**src/common/exec_params.svh**
```systemverilog
`ifndef EXEC_PARAMS_SVH
`define EXEC_PARAMS_SVH

// Datapath widths
`define DATA_W      32
`define TAG_W       6

// Physical register file depth, tag 0 is the zero register
`define PHYS_REG_SZ 64

// Result broadcast slots
// Slot 0 carries ALU results and slot 1 multiplier results
`define CDB_SZ      2

// Lanes per functional unit group
`define NUM_FU_ALU  1
`define NUM_FU_MULT 1

// Multiplier latency from issue to broadcast
`define MULT_STAGES 3

`endif
```
**src/common/exec_pkg.sv**
```systemverilog
`include "exec_params.svh"

package exec_pkg;

    typedef logic [`DATA_W-1:0] data_t;
    typedef logic [`TAG_W-1:0]  phys_tag_t;

    // One broadcast slot on the result bus
    typedef struct packed {
        logic      valid;
        phys_tag_t tag;
        data_t     data;
    } cdb_entry_t;

    typedef enum logic [2:0] {
        ALU_ADD = 3'd0,
        ALU_SUB = 3'd1,
        ALU_AND = 3'd2,
        ALU_OR  = 3'd3,
        ALU_XOR = 3'd4,
        ALU_SLL = 3'd5,
        ALU_SRL = 3'd6,
        ALU_SLT = 3'd7
    } alu_op_e;

    // Both halves of the unsigned product
    typedef enum logic {
        MULT_LO = 1'b0,
        MULT_HU = 1'b1
    } mult_op_e;

    typedef struct packed {
        phys_tag_t src1;
        phys_tag_t src2;
    } read_pair_t;

    typedef struct packed {
        data_t op1;
        data_t op2;
    } operand_pair_t;

    // Reads grouped by unit type
    typedef struct packed {
        read_pair_t [`NUM_FU_ALU-1:0]  alu;
        read_pair_t [`NUM_FU_MULT-1:0] mult;
    } prf_read_tags_t;

    typedef struct packed {
        operand_pair_t [`NUM_FU_ALU-1:0]  alu;
        operand_pair_t [`NUM_FU_MULT-1:0] mult;
    } prf_read_data_t;

endpackage

```
**src/common/issue_if.sv**
```systemverilog
`timescale 1ns/100ps

interface issue_if import exec_pkg::*; ();

    // Valid-only lane, every valid cycle is one accepted operation
    logic       valid;
    logic [2:0] op;
    phys_tag_t  src1;
    phys_tag_t  src2;
    phys_tag_t  dest;

    modport issuer (
        output valid, op, src1, src2, dest
    );

    modport unit (
        input valid, op, src1, src2, dest
    );

endinterface

```
**src/alu_unit.sv**
```systemverilog
`timescale 1ns/100ps

module alu_unit import exec_pkg::*; (
    input  logic          clock,
    input  logic          reset,
    issue_if.unit         issue,
    input  operand_pair_t operands,
    output cdb_entry_t    cdb_out
);

    alu_op_e   op;
    data_t     result;
    logic      valid_q;
    phys_tag_t tag_q;
    data_t     data_q;

    assign op = alu_op_e'(issue.op);

    always_comb begin
        case (op)
            ALU_ADD: result = operands.op1 + operands.op2;
            ALU_SUB: result = operands.op1 - operands.op2;
            ALU_AND: result = operands.op1 & operands.op2;
            ALU_OR:  result = operands.op1 | operands.op2;
            ALU_XOR: result = operands.op1 ^ operands.op2;
            // Shift amount from the low five bits
            ALU_SLL: result = operands.op1 << operands.op2[4:0];
            ALU_SRL: result = operands.op1 >> operands.op2[4:0];
            ALU_SLT: result = ($signed(operands.op1) < $signed(operands.op2)) ? data_t'(1) : '0;
            default: result = '0;
        endcase
    end

    always_ff @(posedge clock) begin
        if (reset) begin
            valid_q <= 1'b0;
        end else begin
            valid_q <= issue.valid;
        end
    end

    always_ff @(posedge clock) begin
        tag_q  <= issue.dest;
        data_q <= result;
    end

    // Result goes out on CDB slot 0 one cycle after issue
    assign cdb_out = '{valid: valid_q, tag: tag_q, data: data_q};

    a_idle_after_reset: assert property (@(posedge clock) reset |=> !cdb_out.valid);

endmodule

```
**src/flat_wrapper.sv**
```systemverilog
// flat-port wrapper written by rule: the top's interface ports become plain ports
module alu_unit_flat import exec_pkg::*;
  (clock, reset, operands, cdb_out, issue_valid, issue_op, issue_src1, issue_src2, issue_dest);
  issue_if issue_i ();
  input  logic clock;
  input  logic reset;
  input  operand_pair_t operands;
  output cdb_entry_t cdb_out;
  input wire logic [$bits(issue_i.valid)-1:0] issue_valid;
  input wire logic [$bits(issue_i.op)-1:0] issue_op;
  input wire logic [$bits(issue_i.src1)-1:0] issue_src1;
  input wire logic [$bits(issue_i.src2)-1:0] issue_src2;
  input wire logic [$bits(issue_i.dest)-1:0] issue_dest;
  assign issue_i.valid = issue_valid;
  assign issue_i.op = issue_op;
  assign issue_i.src1 = issue_src1;
  assign issue_i.src2 = issue_src2;
  assign issue_i.dest = issue_dest;
  alu_unit u_core (.clock(clock), .reset(reset), .issue(issue_i), .operands(operands), .cdb_out(cdb_out));
endmodule
```
**config.mk**
```make
export PLATFORM = sky130hd
export DESIGN_NAME = alu_unit_flat
export DESIGN_NICKNAME = d
export VERILOG_FILES = /design/src/common/exec_pkg.sv /design/src/common/issue_if.sv /design/src/alu_unit.sv /design/src/flat_wrapper.sv
export VERILOG_INCLUDE_DIRS = /design/src /design/src/common
export SDC_FILE = /design/constraint.sdc
export NUM_CORES = 1
export LEC_CHECK = 0
export BUFFER_PORTS_ARGS = -buffer_cell sky130_fd_sc_hd__buf_2
export CELL_PAD_IN_SITES_DETAIL_PLACEMENT = 0
export CELL_PAD_IN_SITES_GLOBAL_PLACEMENT = 1
export CORE_ASPECT_RATIO = 2
export CORE_MARGIN = 4
export CORE_UTILIZATION = 44
export DETAILED_ROUTE_END_ITERATION = 8
export GPL_ROUTABILITY_DRIVEN = 0
export PLACE_DENSITY_LB_ADDON = 0.1
export REMOVE_ABC_BUFFERS = 1
export SLEW_MARGIN = 15
export SYNTH_ARGS = -nofsm -noshare
export SYNTH_HDL_FRONTEND = slang
export SYNTH_SLANG_ARGS = --single-unit
```
**constraint.sdc**
```tcl
create_clock -name clock -period 5.22 [get_ports clock]
set_clock_uncertainty 0.2 [all_clocks]
set_input_delay 1.044 -clock clock [delete_from_list [all_inputs] [get_ports clock]]
set_output_delay 1.044 -clock clock [all_outputs]
set_load 0.1 [all_outputs]
```
After elaboration in Yosys (flattened, before gate mapping)
Cells that the tools add are included.

operators by class
  $add $sub $neg = 2
  $lt $le $gt $ge = 1
  eq/ne operators = 7
  shift-type cells = 2
  muxes and demuxes = 2
  bitwise logic cells = 3
  reduce and logical (&&, ||, !) cells = 1

operator list
  operator              number
  $pmux W32 S8          1
  $add A32 B32 Y32      1
  $and A32 B32 Y32      1
  $lt A32 B32 Y1        1
  $or A32 B32 Y32       1
  $shl A32 B5 Y32       1
  $shr A32 B5 Y32       1
  $sub A32 B32 Y32      1
  $xor A32 B32 Y32      1
  $eq A3 B3 Y1 const B  4
  $eq A3 B2 Y1 const B  2
  $eq A3 B1 Y1 const B  1
  $logic_not A3 Y1      1
  $mux W1               1

word-level totals
  register bits after elaboration = 39
  bits of input ports = 88
  output and inout port bits = 39

Logic depth before layout (Yosys ltp)
  depth after elaboration = 3
  depth in mapped cells = 14
  depth with buffers taken out = 12

Worst setup path before layout
Ideal clock, no wire load.

  path kind = input -> register
  from = input operands[2] (netlist bit)
  to = register u_core.data_q[31]
  arrival = 4.118 ns
  required time = 4.900 ns
  setup slack = 0.783 ns
  stages on the path = 14
  path buffers = 3
  cell sequence = buf_2 inv_2 buf_1 clkbuf_1 ha_1 o21ai_0 o21ai_0 a22oi_1 o211ai_2 a21oi_2 nor4_2 o221ai_1 mux2_1 a211o_1

between the ends
  longest elaborated chain between the ends = 2
  elaborated cells between the ends (all ways) = 5

ends and longest elaborated chain
  element                                   line               text
  from (decl)                               flat_wrapper.sv:7  input operand_pair_t operands;
  $sub A32 B32 Y32 (tied with other cells)  alu_unit.sv:22     ALU_SUB: result = operands.op1 - operands.op2;
  $pmux W32 S8 (*)                          alu_unit.sv:20     case (op)
  net u_core.result[31]                     alu_unit.sv:12     data_t result;
  to (signal assigned)                      alu_unit.sv:44     data_q <= result;
  to (decl)                                 alu_unit.sv:15     data_t data_q;

The timed path passes the listed nets; every way through them passes the cells marked *.
A chain may end at the register's enable or synchronous reset.

Worst setup path after layout
  from = input operands[1] (netlist bit)
  to = register u_core.data_q[31]

Same word-level chain as after synthesis.

==> results.cfg <==
[min_path]
hold_path_class = input port to flip-flop
hold-path-endpoint = u_core.tag_q[2]
hold_depth = 1
holdCritStartpoint = issue_dest[2]

[cts]
cts_setup_buffers = 0
cts_root_buf = clkbuf_16
numClockSinks = 39
cts_resized = 0
numCtsBuffers = 5
ctsHoldBuffers = 0
cts_tree = yes
cts_htree_levels = 2
clk_pin_slew_ns = 0.06
cts_buffer_depth = 2

[logic_synthesis]
syn_area_um2 = 9190
synthArstFlopShare = 0
synth_top_area_cell = ha_1
synth-warning-count = 0
yosysMostFrequentCell = nor2_1
yosysTopAreaCellShare = 0.132
synthDistinctLibCells = 87
synth_common_cells = 117 x nor2_1, 109 x a21oi_1, 98 x inv_1
synth_area_per_cell_um2 = 7.49
synth_area_leaders = ha_1 13%, mux4_2 13%, dfxtp_1 8.5%
syn-instance-count = 1227
synth_edf_count = 0
seq_area_frac_synth = 0.0850
ys.flop_type = dfxtp_1
ys_ff_latch = 39

[power_and_ir_drop]
power.leakage_nw = 4.40
power_mw = 2.12
irDropWorstVdd_v = 0.000173
powerDensity_nw_per_um2 = 212

[route]
avgRoutedWirePerCell_um = 26.8
first_pass_iters = 6
post-route-drc-count = 0
post_drt_via_cell_ratio = 6.72
drt_wl_total_um = 41600
vias = 10400
drt-initial-drc-count = 1167
drtAntennaViolNets = 0

[global_routing]
grt_max_degree = 67
grt_pass1_vias = 10300
grtUsageTotal = 0.355
antenna_found_initial = 0
grt_pass1_wl_um = 61600
grt_overflow = 0

[setup_path]
cp.required_ns = 5.20
cp_cell_sequence = buf_2, clkinv_1, ha_1, o21bai_1, a21oi_1, o311ai_1, nand3_1, a31oi_2, a21oi_1, o221ai_1, mux2i_1, a211o_1
critical_path_class = input port to flip-flop
path_common_cell = a21oi_1
crit_path_end_kind = flip-flop
cpPeakStageDelay_ns = 0.46
cp-start-kind = input port
cpMaxStageDelayCell = a31oi_2
worstSetupStartpoint = operands[1]
cp_max_fo = 5
cp_num_buf_inv = 2
worstPathArrival_ns = 4.51
path_delay_family = compound AO/OA/AOI/OAI gates

[job]
drv_cap = 0

[outcome]
status = finished, final reports clean

[finish]
diodes = 0
nNetsFinal = 1475
syn_to_final_growth_pct = 9.23
fin_cells = 1555
multi_input_area_um2 = 7570
seq_area_um2 = 781
drive_above_1_share = 0.186
final_core_util = 0.491
fillerInstances = 2150

[die]
core_um2 = 20500
start_util = 0.449
pin_count = 127
rows = 74
die_h_um = 212
dieWidth_um = 110
die_area_um2 = 23400

[timing]
timing.final.hold_violations = 0
timing.setup.tns_ns = 0
fmax_mhz = 221
fin_crit_sh = 0.868
setup_viol = 0
rsz0062_at_grt = false
worstMarginPinSlew_ns = 0.904
hold_ws_ns = 0.647
slew_viol_final = 0
min_period_ns = 4.53
max_slew_margin = 0.395

[placement]
hpwl_um = 32700
numPortBuffers = 114
placedCellCount = 1547
==> metrics by stage <==
step           area [um^2]  worst slack [ns]
6_report             10000             0.689
5_1_grt              10000             0.528
4_1_cts              10000             0.756
3_5_place_dp          9900             0.435
3_3_place_gp          9900             0.471
2_1_floorplan         8730              1.15
==> where the power goes <==
group,switching [mW],internal (mW)
sequential,0.00936,0.342
clock,0.159,0.176
combinational,1.02,0.415
total,1.19,0.933
==> cells in the final DEF, fill, tap and decap left out, types with 33 or more instances in the layout <==
cell / count
dfxtp_1: 39
buf_2: 113
mux4_2: 53
nor2_1: 117
ha_1: 97
a21oi_1: 109
o21ai_0: 75
nand2_1: 96
inv_1: 98
mux2i_1: 33
==> cell families after synthesis <==
kind of cell             after synthesis  share of synthesized area
adder cells (fa/ha/maj)              100                      0.138
flip-flops                            39                     0.0850
AND/OR/NAND/NOR                      332                      0.166
buffers and inverters                195                     0.0916
multiplexers                          96                      0.178
AO/OA/AOI/OAI                        445                      0.323
XOR/XNOR                              20                     0.0191
==> final cells by class <==
cell class	instances	area share
Multi-Input combinational cell	993	0.754
Timing Repair Buffer	146	0.0823
Sequential cell	39	0.0778
Inverter	103	0.0385
Tap cell	266	0.0332
Clock buffer	5	0.0125
Clock inverter	3	0.00150
==> worst max path at each step <==
stage                                   end  depth (start not counted)  slack, ns
after global routing      u_core.data_q[31]                         12       0.53
after CTS                 u_core.data_q[31]                         12       0.76
after floorplan           u_core.data_q[31]                         11       1.15
final                     u_core.data_q[31]                         12       0.69
after detailed placement  u_core.data_q[31]                         12       0.43
after global placement     u_core.data_q[0]                         13       0.47
==> routing by layer <==
metal,track usage,routed length (um)
met5,0,0
met4,0.315,4610
met3,0.0416,2580
met2,0.604,20500
met1,0.375,14000
==> state kept, by name, indices dropped and copies added (netlist names) <==
| register | flops |
|---|---|
| u_core.valid_q | 1 |
| u_core.tag_q | 6 |
| u_core.data_q | 32 |
(Power assumes the default switching activity.)
