<file path="src/common/exec_params.svh">
`ifndef EXEC_PARAMS_SVH
`define EXEC_PARAMS_SVH

// Datapath widths
`define DATA_W      32
`define TAG_W       6

// Physical register file depth, tag 0 is the zero register
`define PHYS_REG_SZ 64

// Result broadcast slots
// Slot 0 carries ALU results and slot 1 multiplier results
`define CDB_SZ      2

// Lanes per functional unit group
`define NUM_FU_ALU  1
`define NUM_FU_MULT 1

// Multiplier latency from issue to broadcast
`define MULT_STAGES 3

`endif
</file>
<file path="src/common/exec_pkg.sv">
`include "exec_params.svh"

package exec_pkg;

    typedef logic [`DATA_W-1:0] data_t;
    typedef logic [`TAG_W-1:0]  phys_tag_t;

    // One broadcast slot on the result bus
    typedef struct packed {
        logic      valid;
        phys_tag_t tag;
        data_t     data;
    } cdb_entry_t;

    typedef enum logic [2:0] {
        ALU_ADD = 3'd0,
        ALU_SUB = 3'd1,
        ALU_AND = 3'd2,
        ALU_OR  = 3'd3,
        ALU_XOR = 3'd4,
        ALU_SLL = 3'd5,
        ALU_SRL = 3'd6,
        ALU_SLT = 3'd7
    } alu_op_e;

    // Both halves of the unsigned product
    typedef enum logic {
        MULT_LO = 1'b0,
        MULT_HU = 1'b1
    } mult_op_e;

    typedef struct packed {
        phys_tag_t src1;
        phys_tag_t src2;
    } read_pair_t;

    typedef struct packed {
        data_t op1;
        data_t op2;
    } operand_pair_t;

    // Reads grouped by unit type
    typedef struct packed {
        read_pair_t [`NUM_FU_ALU-1:0]  alu;
        read_pair_t [`NUM_FU_MULT-1:0] mult;
    } prf_read_tags_t;

    typedef struct packed {
        operand_pair_t [`NUM_FU_ALU-1:0]  alu;
        operand_pair_t [`NUM_FU_MULT-1:0] mult;
    } prf_read_data_t;

endpackage

</file>
<file path="src/common/issue_if.sv">
`timescale 1ns/100ps

interface issue_if import exec_pkg::*; ();

    // Valid-only lane, every valid cycle is one accepted operation
    logic       valid;
    logic [2:0] op;
    phys_tag_t  src1;
    phys_tag_t  src2;
    phys_tag_t  dest;

    modport issuer (
        output valid, op, src1, src2, dest
    );

    modport unit (
        input valid, op, src1, src2, dest
    );

endinterface

</file>
<file path="src/mult_unit.sv">
`timescale 1ns/100ps
`include "exec_params.svh"

module mult_unit import exec_pkg::*; (
    input  logic          clock,
    input  logic          reset,
    issue_if.unit         issue,
    input  operand_pair_t operands,
    output cdb_entry_t    cdb_out
);

    // Stage 1 holds the issued operands
    logic      s1_valid;
    mult_op_e  s1_op;
    phys_tag_t s1_dest;
    data_t     s1_a;
    data_t     s1_b;

    // Stage 2 holds the full product
    logic                  s2_valid;
    mult_op_e              s2_op;
    phys_tag_t             s2_dest;
    logic [2*`DATA_W-1:0]  s2_prod;

    // Stage 3 drives the broadcast slot
    logic      s3_valid;
    phys_tag_t s3_dest;
    data_t     s3_data;

    always_ff @(posedge clock) begin
        if (reset) begin
            s1_valid <= 1'b0;
            s2_valid <= 1'b0;
            s3_valid <= 1'b0;
        end else begin
            s1_valid <= issue.valid;
            s2_valid <= s1_valid;
            s3_valid <= s2_valid;
        end
    end

    always_ff @(posedge clock) begin
        // Only the low opcode bit selects the half
        s1_op   <= mult_op_e'(issue.op[0]);
        s1_dest <= issue.dest;
        s1_a    <= operands.op1;
        s1_b    <= operands.op2;

        s2_op   <= s1_op;
        s2_dest <= s1_dest;
        s2_prod <= {{`DATA_W{1'b0}}, s1_a} * {{`DATA_W{1'b0}}, s1_b};

        s3_dest <= s2_dest;
        s3_data <= (s2_op == MULT_HU) ? s2_prod[2*`DATA_W-1:`DATA_W] : s2_prod[`DATA_W-1:0];
    end

    assign cdb_out = '{valid: s3_valid, tag: s3_dest, data: s3_data};

    a_pipe_latency: assert property (@(posedge clock) disable iff (reset)
        s1_valid |-> ##(`MULT_STAGES-1) cdb_out.valid);

endmodule

</file>
<file path="src/flat_wrapper.sv">
// flat-port wrapper written by rule: the top's interface ports become plain ports
module mult_unit_flat import exec_pkg::*;
  (clock, reset, operands, cdb_out, issue_valid, issue_op, issue_src1, issue_src2, issue_dest);
  issue_if issue_i ();
  input  logic clock;
  input  logic reset;
  input  operand_pair_t operands;
  output cdb_entry_t cdb_out;
  input wire logic [$bits(issue_i.valid)-1:0] issue_valid;
  input wire logic [$bits(issue_i.op)-1:0] issue_op;
  input wire logic [$bits(issue_i.src1)-1:0] issue_src1;
  input wire logic [$bits(issue_i.src2)-1:0] issue_src2;
  input wire logic [$bits(issue_i.dest)-1:0] issue_dest;
  assign issue_i.valid = issue_valid;
  assign issue_i.op = issue_op;
  assign issue_i.src1 = issue_src1;
  assign issue_i.src2 = issue_src2;
  assign issue_i.dest = issue_dest;
  mult_unit u_core (.clock(clock), .reset(reset), .issue(issue_i), .operands(operands), .cdb_out(cdb_out));
endmodule
</file>
<file path="config.mk">
export PLATFORM = sky130hd
export DESIGN_NAME = mult_unit_flat
export DESIGN_NICKNAME = d
export VERILOG_FILES = /design/src/common/exec_pkg.sv /design/src/common/issue_if.sv /design/src/mult_unit.sv /design/src/flat_wrapper.sv
export VERILOG_INCLUDE_DIRS = /design/src /design/src/common
export SDC_FILE = /design/constraint.sdc
export NUM_CORES = 2
export LEC_CHECK = 0
export BUFFER_PORTS_ARGS = -buffer_cell sky130_fd_sc_hd__buf_4
export CORE_ASPECT_RATIO = 0.5
export CORE_MARGIN = 5
export CORE_UTILIZATION = 45
export CTS_CLUSTER_DIAMETER = 120
export DETAILED_ROUTE_END_ITERATION = 12
export GPL_TIMING_DRIVEN = 0
export HOLD_SLACK_MARGIN = 0.1
export MAX_ROUTING_LAYER = met4
export PLACE_DENSITY = 0.59
export SLEW_MARGIN = 40
export SYNTH_ARGS = -nofsm -noshare
export SYNTH_HDL_FRONTEND = slang
export SYNTH_SLANG_ARGS = --single-unit
</file>
<file path="constraint.sdc">
create_clock -name clock -period 16.4 [get_ports clock]
set_clock_uncertainty 0.1 [all_clocks]
set_input_delay 3.28 -clock clock [delete_from_list [all_inputs] [get_ports clock]]
set_output_delay 3.28 -clock clock [all_outputs]
set_load 0.02 [all_outputs]
</file>
-- Yosys cells after proc, flatten, opt, wreduce, memory -nomap -nowiden
Cells that the tools add are included.
- input port bits: 88
- register bits: 183
- logic and storage cells: 14
- output and inout port bits: 39
- multiplexer cells: 1
- multipliers: 1
- operator list (operator ; count):
    $mul A32 B32 Y64 ; 1
    $mux W32 ; 1

-- Logic depth before layout (Yosys ltp)
- depth after elaboration: 1
- gate-level depth with buffers: 28
- mapped depth without buffers: 27

-- Least setup slack after synthesis
No wires, ideal clock.
- path type: register to register
- from: register u_core.s1_a[25]
- to: register u_core.s2_prod[58]
- arrival: 6.828 ns
- required time: 16.176 ns
- setup time: 0.124 ns
- setup slack: 9.348 ns
- stages on the path, launching flop included: 25
- cell sequence: dfxtp_1 > clkbuf_1 > nand2_1 > fa_1 > inv_1 > fa_1 > inv_1 > fa_1 > inv_1 > fa_1 > fa_1 > fa_1 > fa_1 > inv_1 > fa_1 > inv_1 > ha_1 > clkbuf_1 > nand4_1 > nor4_1 > a21boi_2 > nor2_2 > o41ai_4 > a31oi_1 > xnor2_1
- cells in the longest elaborated chain, start to end: 1
- RTL lines (item ; line ; source):
    from (decl) ; mult_unit.sv:16 ; data_t s1_a;
    from (signal assigned) ; mult_unit.sv:46 ; s1_a <= operands.op1;
    $mul A32 B32 Y64 ; mult_unit.sv:51 ; s2_prod <= {{`DATA_W{1'b0}}, s1_a} * {{`DATA_W{1'b0}}, s1_b};
    to (signal assigned) ; mult_unit.sv:51 ;
    to (decl) ; mult_unit.sv:23 ; logic [2*`DATA_W-1:0] s2_prod;
Every way passes these cells.
A chain may end at the register's enable or synchronous reset.

-- Worst setup path in the final report
- from: register u_core.s1_a[17]
- to: register u_core.s2_prod[57]
The elaborated chain is that of the path after synthesis.

==> out/metrics.yaml <==
finish:
  multi_input_area_sq_um: 29600
  drive_above_1_share: 0.0714
  area_delta_synth_final_pct: 7.85
  layoutNonFillerInstCount: 5144
  final_nets: 5270
  nFillCells: 7882
  regArea_sq_um: 3660
floorplan:
  design.core.area_sq_um: 81800
  io_pins: 127
  die_w_um: 417
  fp.dieH_um: 214
  start_util: 0.455
  num_rows: 74
  die_area_sq_um: 89000
worst_setup_path:
  required_ps: 16640
  max_stage_delay_ps: 820
  cp.depth: 22
  path_cells: "clkbuf_1 > and2_1 > fa_1 > fa_1 > inv_1 > fa_1 > fa_1 > inv_1 > fa_1 > fa_1 > fa_1 > fa_1 > ha_1 > buf_2 > nand2_1 > nor3_1 > o2111ai_1 > a2111oi_2 > o211ai_1 > a21boi_2 > nor4_1 > a311oi_1"
  reg2reg_slack_ps: 7000
  crit_buf_inv: 4
  r2r-end: "u_core.s2_prod[57]"
  cp-startpoint: "u_core.s1_a[17]"
  cpMostUsedCell: "fa_1"
  crit_fanout: 10
  worstRegToRegCells: 22
  endpoint_kind: "flip-flop"
  reg2reg_from: "u_core.s1_a[17]"
  slowest_stage: "a2111oi_2"
  worstSetupStartpointType: "flip-flop"
  arrival_ps: 9640
  setup.worst_path.class: "flip-flop to flip-flop"
  critPathCapture: "u_core.s2_prod[57]"
  crit_family: "adder cells"
route:
  routed_via_density: 5.43
  totalWireLength_um: 135000
  dr.pass1.iters: 5
  vias: 27915
  final_antenna_net_count: 0
  met1_length_um: 56400
  routed-wl-met3_um: 15200
  drtIter0Drc: 2755
  highest_layer: "met4"
  drc_errors: 0
  wl_per_cell_um: 26.3
  wl_met2_um: 58500
clock_tree:
  cts_hold_buf: 0
  cts_resized: 0
  clk_latency_ps: 520
  htreeDepth: 4
  cts_tree: "done"
  cts_made_buffers: 17
  clk_path_buf_depth: 2
  clkSinkCount: 183
  cts_root_buf: "clkbuf_16"
  postCtsSetupBuffers: 0
  clkSlewWorstSetupHoldPaths_ps: 70
sta:
  rsz0062_at_grt: "false"
  clock.fmax_mhz: 106
  fin_hold_ws_ps: 223
  finalCritPeriodShare: 0.573
  min_period_ps: 9400
  worst_slew_pin_slew_ps: 964
  final-setup-viol-count: 0
  hold_viol: 0
  tns_ps: 0
  maxSlewViolCount: 0
  relSlewSlack: 0.357
yosys:
  yosys_warnings: 0
  yosys.area.top_type_share: 0.481
  synth_top_family_by_area: "adder cells"
  synth_top_area_cell: "fa_1"
  synth_mux_area_frac: 0.0102
  synth_fa_ha_area_frac: 0.569
  ys.flop_type: "dfxtp_1"
  synth-simple-area-share: 0.163
  ys_top_cells_by_count: "896 x fa_1, 861 x inv_1, 599 x and2_1, 478 x nand2_1, 263 x ha_1"
  yosysSeqAreaShare: 0.0983
  synth_most_common_cell: "fa_1"
  ys_ff_latch: 183
  synthArstFlopShare: 0
  synth_compound_area_frac: 0.0361
  synthXorXnorAreaFrac: 0.0143
  syn-num-nets: 5138
  synth_area_leaders: "fa_1 48%, and2_1 10%, dfxtp_1 9.8%, ha_1 8.8%, inv_1 8.7%"
  synth-edff-count: 0
  syn_avg_cell_area_sq_um: 9.58
  postSynthCellCount: 3891
  synthesis.area_sq_um: 37300
  synth_cell_types: 64
grt:
  antenna_found_initial: 21
  grt_max_degree: 19
  grtUsageTotal: 0.321
  grt-ovfl-total: 0
  grt_pass1_wl_um: 196000
  grt_pass1_vias: 28565
placement:
  placed_cells: 5105
  portBuffers: 112
  gp_congestion: 1.02
  dp_hpwl_um: 115000
hold_path:
  hold_path_class: "flip-flop to flip-flop"
job:
  cap_viol_max_count: 0
status:
  status: "finished clean"
-- sequential cells by signal, indices dropped and copies added, names as in the netlist --
name and count:
u_core.s2_prod 64, u_core.s2_dest 6, u_core.s1_a 32, u_core.s2_valid 1
u_core.s3_data 32, u_core.s2_op 1, u_core.s3_valid 1, u_core.s1_dest 6
u_core.s1_op 1, u_core.s1_valid 1, u_core.s3_dest 6, u_core.s1_b 32
-- how the worst min path moves through the flow --
stage	start	end	slack, ps	depth (start not counted)
global placement	u_core.s2_dest[4]	u_core.s3_dest[4]	210	0
global route	u_core.s1_dest[3]	u_core.s2_dest[3]	230	0
detailed placement	u_core.s1_dest[3]	u_core.s2_dest[3]	210	0
floorplan	u_core.s1_dest[0]	u_core.s2_dest[0]	210	0
CTS	u_core.s1_dest[3]	u_core.s2_dest[3]	230	0
finish	u_core.s1_dest[0]	u_core.s2_dest[0]	220	0
-- layout by cell type (no fill, tap or decap), drive strengths merged, types with 4 or more instances in the layout --
| cell type | count |
|---|---|
| fa | 896 |
| inv | 868 |
| and2 | 599 |
| nand2 | 479 |
| ha | 263 |
| clkbuf | 225 |
| dfxtp | 183 |
| buf | 122 |
| a21oi | 65 |
| xnor2 | 40 |
| o21ai | 36 |
| a21o | 35 |
| mux2 | 33 |
| nor2 | 31 |
| xor2 | 21 |
| nand4 | 17 |
| o21bai | 11 |
| nor3 | 10 |
| nor2b | 9 |
| a31oi | 9 |
| nand3 | 8 |
| diode | 6 |
| or3 | 6 |
| a211oi | 6 |
| clkinv | 6 |
| o21a | 5 |
| or2 | 5 |
| nand2b | 4 |
| o31ai | 4 |
| a21boi | 4 |
-- per-layer routing --
metal | vias to the layer above | GRT usage
met1 | 14638 | 0.439
met3 | 246 | 0.0839
li1 | 11592 | -
met4 | 0 | 0.105
met5 | - | -
met2 | 1439 | 0.467
-- area by class of cell --
type	instances	area share
clock inverter	13	0.00330
clock buffer	19	0.0110
buffer	215	0.0230
inverter	861	0.0804
multi-input combinational	2632	0.735
sequential	183	0.0911
antenna	6	0.000373
tap	1102	0.0343
timing repair buffer	113	0.0211
-- per-stage QoR --
step	util	area, sq um	setup WS (ps)
final	0.491	40200	7000
after floorplan	-	37300	9350
after detailed placement	0.484	39600	7290
after global placement	0.483	39500	7020
after global routing	0.491	40200	6840
after CTS	0.491	40200	7270
-- logic make-up after synthesis --
| kind of cell | Yosys count |
|---|---|
| simple gates | 1177 |
| fa+ha+maj | 1159 |
| buf+inv | 1076 |
| compound gates | 201 |
| flops | 183 |
| xor+xnor | 61 |
| mux | 34 |
Power is not shown: default switching activity piles up to over one toggle a cycle in this logic, so the estimate is an artifact.
